==> src/rtl/host_pkg.sv <==
`default_nettype none

package host_pkg;

    // ======================================
    // Host command set
    // ======================================
    typedef enum logic [7:0] {
        op_write_ub    = 8'h01,  // Payload into unified buffer
        op_write_wt    = 8'h02,  // Payload into weight memory
        op_write_instr = 8'h03,  // One instruction word
        op_read_ub     = 8'h04,  // Stream unified buffer back
        op_execute     = 8'h05,  // Start strobe only
        op_read_status = 8'h06   // One status byte back
    } opcode_e;

    typedef enum logic [3:0] {
        st_idle, st_addr_hi, st_addr_lo, st_len_hi, st_len_lo,
        st_write_ub, st_write_wt, st_write_instr,
        st_read_wait, st_read_send, st_reply
    } ctrl_state_e;

    // Reply bytes
    localparam logic [7:0] ack_ub    = 8'hAA;
    localparam logic [7:0] ack_wt    = 8'hBB;
    localparam logic [7:0] reply_err = 8'hFF;  // Unknown opcode

    // ======================================
    // Memory geometry
    // ======================================
    localparam int ub_bytes    = 32;
    localparam int wt_bytes    = 8;
    localparam int instr_bytes = 4;

    typedef logic [8*ub_bytes-1:0]    ub_word_t;
    typedef logic [8*wt_bytes-1:0]    wt_word_t;
    typedef logic [8*instr_bytes-1:0] instr_word_t;

    typedef logic [8:0]  ub_addr_t;
    typedef logic [9:0]  wt_addr_t;
    typedef logic [4:0]  instr_addr_t;
    typedef logic [15:0] frame_len_t;  // Byte count of one transfer

endpackage

`default_nettype wire

==> src/rtl/uart_pkg.sv <==
`default_nettype none

package uart_pkg;

    // ======================================
    // Serial line timing
    // ======================================
    // Kept short so a frame takes 80 clocks in simulation
    localparam logic [15:0] clks_per_bit = 16'd8;

    // ======================================
    // Data types
    // ======================================
    typedef logic [7:0] uart_byte_t;  // One data byte on the line

endpackage

`default_nettype wire

==> src/rtl/uart_link_if.sv <==
`timescale 1ns/1ps
`default_nettype none

interface uart_link_if
    import uart_pkg::*;
();

    // Receive side
    uart_byte_t rx_data;   // Valid only with rx_valid
    logic       rx_valid;  // One pulse per byte
    logic       rx_err;    // Stop bit was low

    // Transmit side
    uart_byte_t tx_data;
    logic       tx_valid;  // Held until tx_ready
    logic       tx_ready;  // Line idle

    modport rx_side (output rx_data, rx_valid, rx_err);
    modport tx_side (input tx_data, tx_valid, output tx_ready);
    modport ctrl_side (
        input  rx_data, rx_valid, rx_err, tx_ready,
        output tx_data, tx_valid
    );

endinterface

`default_nettype wire

==> src/rtl/host_bridge_top.sv <==
`timescale 1ns/1ps
`default_nettype none

module host_bridge_top
    import host_pkg::*;
(
    input  logic        clk,
    input  logic        rst_n,

    // Serial line to host
    input  logic        uart_rx,
    output logic        uart_tx,

    // Unified buffer
    output logic        ub_wr_en,
    output ub_addr_t    ub_wr_addr,
    output ub_word_t    ub_wr_data,
    output logic        ub_rd_en,
    output ub_addr_t    ub_rd_addr,
    input  ub_word_t    ub_rd_data,
    input  logic        ub_rd_valid,

    // Weight memory
    output logic        wt_wr_en,
    output wt_addr_t    wt_wr_addr,
    output wt_word_t    wt_wr_data,

    // Instruction buffer
    output logic        instr_wr_en,
    output instr_addr_t instr_wr_addr,
    output instr_word_t instr_wr_data,

    // Control and status
    output logic        start_execution,
    input  logic        sys_busy,
    input  logic        sys_done,
    input  logic        vpu_busy,
    input  logic        vpu_done,
    input  logic        ub_busy,
    input  logic        ub_done
);

    uart_link_if link ();

    uart_rx u_rx (.clk(clk), .rst_n(rst_n), .rx(uart_rx), .link(link));

    uart_tx u_tx (.clk(clk), .rst_n(rst_n), .tx(uart_tx), .link(link));

    host_cmd_ctrl u_ctrl (
        .clk             (clk),
        .rst_n           (rst_n),
        .link            (link),
        .ub_wr_en        (ub_wr_en),
        .ub_wr_addr      (ub_wr_addr),
        .ub_wr_data      (ub_wr_data),
        .ub_rd_en        (ub_rd_en),
        .ub_rd_addr      (ub_rd_addr),
        .ub_rd_data      (ub_rd_data),
        .ub_rd_valid     (ub_rd_valid),
        .wt_wr_en        (wt_wr_en),
        .wt_wr_addr      (wt_wr_addr),
        .wt_wr_data      (wt_wr_data),
        .instr_wr_en     (instr_wr_en),
        .instr_wr_addr   (instr_wr_addr),
        .instr_wr_data   (instr_wr_data),
        .start_execution (start_execution),
        .sys_busy        (sys_busy),
        .sys_done        (sys_done),
        .vpu_busy        (vpu_busy),
        .vpu_done        (vpu_done),
        .ub_busy         (ub_busy),
        .ub_done         (ub_done)
    );

endmodule

`default_nettype wire

==> src/rtl/host_cmd_ctrl.sv <==
`timescale 1ns/1ps
`default_nettype none

module host_cmd_ctrl
    import uart_pkg::*;
    import host_pkg::*;
(
    input  logic          clk,
    input  logic          rst_n,
    uart_link_if.ctrl_side link,

    output logic          ub_wr_en,
    output ub_addr_t      ub_wr_addr,
    output ub_word_t      ub_wr_data,
    output logic          ub_rd_en,
    output ub_addr_t      ub_rd_addr,
    input  ub_word_t      ub_rd_data,
    input  logic          ub_rd_valid,

    output logic          wt_wr_en,
    output wt_addr_t      wt_wr_addr,
    output wt_word_t      wt_wr_data,

    output logic          instr_wr_en,
    output instr_addr_t   instr_wr_addr,
    output instr_word_t   instr_wr_data,

    output logic          start_execution,
    input  logic          sys_busy,
    input  logic          sys_done,
    input  logic          vpu_busy,
    input  logic          vpu_done,
    input  logic          ub_busy,
    input  logic          ub_done
);

    ctrl_state_e state;
    opcode_e     cmd;        // Opcode of the frame in progress
    opcode_e     rx_op;
    logic [15:0] addr;       // Word address, bumps per word
    frame_len_t  len;
    frame_len_t  len_next;
    frame_len_t  cnt;        // Bytes taken or sent
    logic        rx_ok;      // Good byte this cycle
    logic        last_byte;
    logic        tx_accept;
    uart_byte_t  status_byte;

    // Packers and read buffer
    ub_word_t    ub_buf, ub_next, rd_buf;
    wt_word_t    wt_buf, wt_next;
    instr_word_t instr_buf;
    logic        ub_take, ub_flush, wt_take, wt_flush, instr_take;

    assign rx_op       = opcode_e'(link.rx_data);
    assign rx_ok       = link.rx_valid && !link.rx_err;
    assign len_next    = {len[15:8], link.rx_data};
    assign last_byte   = (cnt + 16'd1 == len);
    assign tx_accept   = link.tx_valid && link.tx_ready;
    assign status_byte = {2'b00, ub_done, ub_busy, vpu_done, vpu_busy, sys_done, sys_busy};
    assign ub_rd_addr  = addr[8:0];  // Held steady while ub_rd_en

    // ======================================
    // Word packing
    // ======================================
    // UB byte k lands at 8k, weights fill from the top byte down
    assign ub_next  = ub_buf | (ub_word_t'(link.rx_data) << {cnt[4:0], 3'b000});
    assign wt_next  = wt_buf | (wt_word_t'(link.rx_data) << {~cnt[2:0], 3'b000});
    assign ub_take  = (state == st_write_ub) && rx_ok;
    assign wt_take  = (state == st_write_wt) && rx_ok;
    assign ub_flush = (cnt[4:0] == 5'(ub_bytes - 1)) || last_byte;
    assign wt_flush = (cnt[2:0] == 3'(wt_bytes - 1)) || last_byte;
    assign instr_take = (state == st_write_instr) && rx_ok;

    always_ff @(posedge clk) begin
        if (state == st_len_lo) begin
            ub_buf <= '0;  // Missing bytes of a short word read as zero
            wt_buf <= '0;
        end
        if (ub_take) begin
            ub_wr_addr <= addr[8:0];
            ub_wr_data <= ub_next;
            ub_buf     <= ub_flush ? '0 : ub_next;
        end
        if (wt_take) begin
            wt_wr_addr <= addr[9:0];
            wt_wr_data <= wt_next;
            wt_buf     <= wt_flush ? '0 : wt_next;
        end
        if (instr_take) begin
            instr_buf     <= {instr_buf[23:0], link.rx_data};  // First byte ends on top
            instr_wr_addr <= addr[4:0];
            instr_wr_data <= {instr_buf[23:0], link.rx_data};
        end
        if (state == st_read_wait && ub_rd_valid) begin
            rd_buf <= ub_rd_data;
        end else if (state == st_read_send && tx_accept) begin
            rd_buf <= rd_buf >> 8;  // Next byte to LSB
        end
    end

    // ======================================
    // Command FSM
    // ======================================
    always_ff @(posedge clk or negedge rst_n) begin
        if (!rst_n) begin
            state           <= st_idle;
            cmd             <= op_execute;
            addr            <= '0;
            len             <= '0;
            cnt             <= '0;
            ub_wr_en        <= 1'b0;
            wt_wr_en        <= 1'b0;
            instr_wr_en     <= 1'b0;
            ub_rd_en        <= 1'b0;
            start_execution <= 1'b0;
            link.tx_valid   <= 1'b0;
            link.tx_data    <= '0;
        end else begin
            ub_wr_en        <= 1'b0;  // Strobes last one cycle
            wt_wr_en        <= 1'b0;
            instr_wr_en     <= 1'b0;
            start_execution <= 1'b0;
            case (state)
                st_idle: if (rx_ok) begin
                    cnt <= '0;
                    case (rx_op)
                        op_write_ub, op_write_wt, op_write_instr, op_read_ub: begin
                            cmd   <= rx_op;
                            state <= st_addr_hi;
                        end
                        op_execute: start_execution <= 1'b1;  // No reply
                        op_read_status: begin
                            link.tx_data  <= status_byte;  // Sampled at the opcode
                            link.tx_valid <= 1'b1;
                            state         <= st_reply;
                        end
                        default: begin
                            link.tx_data  <= reply_err;
                            link.tx_valid <= 1'b1;
                            state         <= st_reply;
                        end
                    endcase
                end
                st_addr_hi: if (rx_ok) begin
                    addr[15:8] <= link.rx_data;
                    state      <= st_addr_lo;
                end
                st_addr_lo: if (rx_ok) begin
                    addr[7:0] <= link.rx_data;
                    state     <= (cmd == op_write_instr) ? st_write_instr : st_len_hi;
                end
                st_len_hi: if (rx_ok) begin
                    len[15:8] <= link.rx_data;
                    state     <= st_len_lo;
                end
                st_len_lo: if (rx_ok) begin
                    len <= len_next;
                    if (len_next == '0) begin
                        // Empty transfer: ack for writes, silence for reads
                        if (cmd == op_read_ub) begin
                            state <= st_idle;
                        end else begin
                            link.tx_data  <= (cmd == op_write_ub) ? ack_ub : ack_wt;
                            link.tx_valid <= 1'b1;
                            state         <= st_reply;
                        end
                    end else if (cmd == op_write_ub) begin
                        state <= st_write_ub;
                    end else if (cmd == op_write_wt) begin
                        state <= st_write_wt;
                    end else begin
                        ub_rd_en <= 1'b1;  // First word fetch
                        state    <= st_read_wait;
                    end
                end
                st_write_ub, st_write_wt: if (rx_ok) begin
                    cnt <= cnt + 16'd1;
                    if ((state == st_write_ub) ? ub_flush : wt_flush) begin
                        ub_wr_en <= (state == st_write_ub);
                        wt_wr_en <= (state == st_write_wt);
                        addr     <= addr + 16'd1;
                    end
                    if (last_byte) begin
                        link.tx_data  <= (state == st_write_ub) ? ack_ub : ack_wt;
                        link.tx_valid <= 1'b1;
                        state         <= st_reply;
                    end
                end
                st_write_instr: if (rx_ok) begin
                    cnt <= cnt + 16'd1;
                    if (cnt[1:0] == 2'(instr_bytes - 1)) begin
                        instr_wr_en <= 1'b1;  // No reply for instructions
                        state       <= st_idle;
                    end
                end
                st_read_wait: if (ub_rd_valid) begin
                    ub_rd_en <= 1'b0;
                    state    <= st_read_send;
                end
                st_read_send: begin
                    if (!link.tx_valid) begin
                        link.tx_data  <= rd_buf[7:0];
                        link.tx_valid <= 1'b1;
                    end else if (link.tx_ready) begin
                        link.tx_valid <= 1'b0;
                        cnt           <= cnt + 16'd1;
                        if (last_byte) begin
                            state <= st_idle;
                        end else if (cnt[4:0] == 5'(ub_bytes - 1)) begin
                            addr     <= addr + 16'd1;  // Word drained, fetch next
                            ub_rd_en <= 1'b1;
                            state    <= st_read_wait;
                        end
                    end
                end
                st_reply: if (link.tx_ready) begin
                    link.tx_valid <= 1'b0;  // Byte taken
                    state         <= st_idle;
                end
                default: state <= st_idle;
            endcase
        end
    end

    // Writes and reads share the unified buffer port pair
    assert property (@(posedge clk) disable iff (!rst_n) !(ub_wr_en && ub_rd_en));

    // Offered byte is never withdrawn
    assert property (@(posedge clk) disable iff (!rst_n)
        link.tx_valid && !link.tx_ready |=> link.tx_valid);

endmodule

`default_nettype wire

==> src/rtl/uart_rx.sv <==
`timescale 1ns/1ps
`default_nettype none

module uart_rx
    import uart_pkg::*;
(
    input  logic         clk,
    input  logic         rst_n,
    input  logic         rx,
    uart_link_if.rx_side link
);

    typedef enum logic [1:0] {s_idle, s_start, s_bits, s_stop} rx_state_e;

    rx_state_e   state;
    logic [2:0]  sync;     // Two sync flops plus one for edge detect
    logic        line;     // Synchronized line level
    logic [15:0] tick;     // Clocks into current bit
    logic [2:0]  bit_idx;
    uart_byte_t  shreg;

    assign line         = sync[1];
    assign link.rx_data = shreg;  // Stable through stop bit

    always_ff @(posedge clk or negedge rst_n) begin
        if (!rst_n) begin
            sync          <= 3'b111;  // Idle line is high
            state         <= s_idle;
            tick          <= '0;
            bit_idx       <= '0;
            shreg         <= '0;
            link.rx_valid <= 1'b0;
            link.rx_err   <= 1'b0;
        end else begin
            sync          <= {sync[1:0], rx};
            link.rx_valid <= 1'b0;
            tick          <= tick + 16'd1;
            case (state)
                s_idle: begin
                    tick <= '0;
                    // Needs a high-to-low edge so a low stop bit cannot retrigger
                    if (sync[2] && !line) begin
                        state <= s_start;
                    end
                end
                s_start: if (tick == (clks_per_bit >> 1) - 16'd1) begin  // Mid start bit
                    tick    <= '0;
                    bit_idx <= '0;
                    state   <= line ? s_idle : s_bits;  // Glitch rejected
                end
                s_bits: if (tick == clks_per_bit - 16'd1) begin
                    tick    <= '0;
                    shreg   <= {line, shreg[7:1]};  // LSB first
                    bit_idx <= bit_idx + 3'd1;
                    if (bit_idx == 3'd7) begin
                        state <= s_stop;
                    end
                end
                s_stop: if (tick == clks_per_bit - 16'd1) begin
                    // Mid stop bit
                    link.rx_valid <= 1'b1;
                    link.rx_err   <= !line;  // Framing error
                    state         <= s_idle;
                end
                default: state <= s_idle;
            endcase
        end
    end

    // A byte takes ten bit times so pulses can never touch
    assert property (@(posedge clk) disable iff (!rst_n)
        link.rx_valid |=> !link.rx_valid);

endmodule

`default_nettype wire

==> src/rtl/uart_tx.sv <==
`timescale 1ns/1ps
`default_nettype none

module uart_tx
    import uart_pkg::*;
(
    input  logic         clk,
    input  logic         rst_n,
    output logic         tx,
    uart_link_if.tx_side link
);

    logic        busy;     // Frame on the line
    logic [15:0] tick;     // Clocks into current bit
    logic [3:0]  bit_cnt;  // Bits finished so far
    logic [8:0]  shreg;    // Remaining data bits and stop bit

    assign link.tx_ready = !busy;

    always_ff @(posedge clk or negedge rst_n) begin
        if (!rst_n) begin
            busy    <= 1'b0;
            tx      <= 1'b1;  // Idle high
            tick    <= '0;
            bit_cnt <= '0;
            shreg   <= '1;
        end else if (!busy) begin
            if (link.tx_valid) begin
                // Start bit goes out the cycle after acceptance
                busy    <= 1'b1;
                tx      <= 1'b0;
                tick    <= '0;
                bit_cnt <= '0;
                shreg   <= {1'b1, link.tx_data};
            end
        end else if (tick == clks_per_bit - 16'd1) begin
            tick <= '0;
            if (bit_cnt == 4'd9) begin
                busy <= 1'b0;  // End of stop bit
            end else begin
                tx      <= shreg[0];  // LSB first then stop
                shreg   <= {1'b1, shreg[8:1]};
                bit_cnt <= bit_cnt + 4'd1;
            end
        end else begin
            tick <= tick + 16'd1;
        end
    end

endmodule

`default_nettype wire

==> config.mk <==
export PLATFORM = sky130hd
export DESIGN_NAME = host_bridge_top
export DESIGN_NICKNAME = d
export VERILOG_FILES = /design/src/rtl/host_pkg.sv /design/src/rtl/uart_pkg.sv /design/src/rtl/uart_link_if.sv /design/src/rtl/host_bridge_top.sv /design/src/rtl/host_cmd_ctrl.sv /design/src/rtl/uart_rx.sv /design/src/rtl/uart_tx.sv
export SDC_FILE = /design/constraint.sdc
export NUM_CORES = 1
export LEC_CHECK = 0
export BUFFER_PORTS_ARGS = -buffer_cell sky130_fd_sc_hd__buf_4
export CAP_MARGIN = 20
export CORE_MARGIN = 3
export CORE_UTILIZATION = 53
export CTS_BUF_LIST = sky130_fd_sc_hd__clkbuf_4
export DETAILED_ROUTE_END_ITERATION = 10
export GPL_TIMING_DRIVEN = 0
export PLACE_DENSITY = 0.84
export SYNTH_ARGS = -nofsm -noshare
export SYNTH_HDL_FRONTEND = slang
export SYNTH_SLANG_ARGS = --single-unit
==> constraint.sdc <==
create_clock -name clk -period 19 [get_ports clk]
set_clock_uncertainty 0.15 [all_clocks]
set_input_delay 1.9 -clock clk [delete_from_list [all_inputs] [get_ports clk]]
set_output_delay 1.9 -clock clk [all_outputs]
set_load 0.005 [all_outputs]
==> flow_metrics.env <==
export IMPL_status="finished clean"
export IMPL_ios=657
export IMPL_ys_seq_area_frac=0.720
export IMPL_first_iter_violations=3461
export IMPL_critPathMostFrequentCell="buf_12"
export IMPL_cp_top_family="buffers and inverters"
export IMPL_tightest_slew_ns=1.22
export IMPL_drc=0
export IMPL_area_growth_pct=23.2
export IMPL_period_share=0.252
export IMPL_final_common_cell="edfxtp_1"
export IMPL_dieHeight_um=295
export IMPL_cp_slowest_stage_delay_ns=0.47
export IMPL_setup_violations=0
export IMPL_final_net_count=4664
export IMPL_htreeDepth=5
export IMPL_clkSinkCount=1084
export IMPL_cts_root_buffer="clkbuf_4"
export IMPL_power_density_nw_per_um2=98.9
export IMPL_grt_total_usage=0.296
export IMPL_fmax_mhz=209
export IMPL_initial_core_util=0.538
export IMPL_ys_ff_latch=1084
export IMPL_avgSynthCellArea_um2=13.0
export IMPL_period_minus_slack_ns=4.79
export IMPL_ir_drop_v=0.0000898
export IMPL_drive_above_1_share=0.282
export IMPL_cts_buffers=298
export IMPL_detail_route_wl_per_cell_um=23.1
export IMPL_final_cell_mix="edfxtp_1 (952), nand2_1 (836), buf_4 (672)"
export IMPL_critPathRequiredTime_ns=19.69
export IMPL_dp_hpwl_um=90200
export IMPL_ys_warn_count=0
export IMPL_syn_nets=3686
export IMPL_synth_area_leaders="edfxtp_1 (65%), nand2_1 (7.1%), dfrtp_1 (6.7%)"
export IMPL_relSlewSlack=0.188
export IMPL_crit_type="register to register"
export IMPL_endpoint_kind="register"
export IMPL_syn_instance_count=3405
export IMPL_final_setup_tns_ns=0
export IMPL_cts_repair_resized=0
export IMPL_crit_slowest_cell="o21ai_4"
export IMPL_antenna_found_initial=19
export IMPL_fin_hold_ws_ns=0.213
export IMPL_grt_pass1_wl_um=192000
export IMPL_wirelength_um=130000
export IMPL_dpl_cell_area_um2=51100
export IMPL_report_final_slew_viol_count=0
export IMPL_clk_latency_ns=1.16
export IMPL_grt_max_degree=78
export IMPL_vias=32200
export IMPL_synth_flop_cell="edfxtp_1"
export IMPL_hold_buffers=0
export IMPL_synth_area_um2=44300
export IMPL_min_path_type="register to register"
export IMPL_die_w_um=295
export IMPL_core_rowCount=105
export IMPL_synth_top_area_frac=0.645
export IMPL_cellLeakagePower_uw=0.0229
export IMPL_async_reset_ff_frac=0.122
export IMPL_hold_start="u_rx.sync[0]"
export IMPL_rsz0062_at_grt="no"
export IMPL_cts_tree="built"
export IMPL_clkSlewWorstSetupHoldPaths_ns=0.07
export IMPL_coreArea_um2=82400
export IMPL_cts_setup_buffers=0
export IMPL_cp_cell_sequence="clkbuf_1 -> nor2b_1 -> clkbuf_1 -> nand3_1 -> clkbuf_1 -> clkbuf_1 -> o21ai_4 -> buf_12 -> buf_12 -> buf_16 -> buf_12 -> buf_12 -> buf_12"
export IMPL_cts_max_path_buffers=4
export IMPL_drt_pass1_iter_count=5
export IMPL_portBuffers=656
export IMPL_startpoint="u_ctrl.state[3]"
export IMPL_synth_distinct_cells=72
export IMPL_die_area_um2=87100
export IMPL_crit_buf_inv=10
export IMPL_gp_congestion=0.896
export IMPL_fin_area_um2=54600
export IMPL_cap_viol_max_count=0
export IMPL_synth_edf_count=952
export IMPL_cp_max_fo=31
export IMPL_timing_rr_start="u_ctrl.state[3]"
export IMPL_worst_setup_path_start_kind="register"
export IMPL_grt_overflow_total=0
export IMPL_grt_pass1_vias=32500
export IMPL_antenna_left=0
export IMPL_crit_arrival_ns=5.48
export IMPL_viasPerCell=5.71
export IMPL_hold_violations=0
export IMPL_yosysTopAreaCell="edfxtp_1"
-- area by class of cell --
cell class	instances	area, µm²
sequential	1084	31900
inverter	24	92.6
multi-input combinational	2081	11400
clock inverter	43	256
timing repair buffer	678	5440
tap	1070	1340
antenna	16	40.0
fill	5804	27800
clock buffer	423	3180
buffer	216	943
-- cell usage after synthesis (9+ instances only) --
cell	number
clkbuf_1	175
nand3_1	36
a31oi_1	9
dfstp_2	14
ha_1	15
nor2b_2	10
nor2_1	133
edfxtp_1	952
nor2b_1	67
a21oi_1	35
nor3_1	17
nand2_1	838
xnor2_1	18
dfrtp_1	118
a21o_1	266
o22ai_1	15
xor2_1	23
inv_1	24
or2_2	61
mux2_2	26
buf_4	17
and2_1	24
o21ai_0	78
nand2b_1	17
o31ai_1	11
and3_1	280
mux2i_1	15
buf_2	10
-- logic make-up (layout without fill, tap and decap cells) --
family / Yosys count / after routing / share of synthesized area
AND/OR/NAND/NOR: 1522 / 1522 / 0.161
flip-flops: 1084 / 1084 / 0.720
AO/OA/AOI/OAI: 459 / 459 / 0.0726
buffers and inverters: 240 / 1384 / 0.0232
multiplexers: 43 / 43 / 0.0105
XOR/XNOR: 42 / 42 / 0.00847
adder cells (fa/ha/maj): 15 / 15 / 0.00424
other: 0 / 16 / 0
-- power by group --
group	switching, µW	internal [µW]
sequential	72.7	2760
combinational	357	224
clock	937	1050
total	1370	4030
-- metrics by stage --
step / power, µW / instances / worst slack [ns] / util
2_1_floorplan: 3240 / 3405 / 5.33 / -
3_3_place_gp: 3450 / 5131 / 0.766 / 0.614
3_5_place_dp: 3450 / 5151 / 13.32 / 0.620
4_1_cts: 5430 / 5617 / 14.18 / 0.662
5_1_grt: 5640 / 5633 / 13.89 / 0.663
6_report: 5400 / 5635 / 14.21 / 0.663
-- registers in the layout (all words and copies together), names as in the netlist, 8 cells and up, named ones only --
name,cells
u_ctrl.link.tx_data,8
u_ctrl.ub_wr_addr,9
u_tx.shreg,8
u_ctrl.ub_buf,256
u_ctrl.wt_wr_data,64
u_ctrl.cnt,16
u_ctrl.ub_wr_data,256
u_ctrl.instr_wr_data,32
u_ctrl.wt_buf,64
u_ctrl.len,16
u_ctrl.cmd,8
u_rx.tick,16
u_ctrl.rd_buf,256
u_ctrl.addr,10
u_rx.link.rx_data,8
u_tx.tick,16
u_ctrl.wt_wr_addr,10
-- layer usage --
metal,vias up,GRT usage,wire length [µm]
li1,14300,-,-
met1,15500,0.358,46600
met2,2029,0.470,62000
met3,385,0.0956,14000
met4,2,0.174,7550
met5,-,0,13
-- path summary, 6_finish.rpt --
path,slack [ns],end,cells past startpoint
min,0.21,u_rx.sync[1],0
max in group asynchronous,17.29,u_tx.shreg[4],2
max reg2reg,14.21,u_ctrl.rd_buf[187],13
min reg2reg,0.21,u_rx.sync[1],0
min in group asynchronous,0.59,u_rx.tick[13],1
max,14.21,u_ctrl.rd_buf[187],13
(Power assumes the default switching activity.)
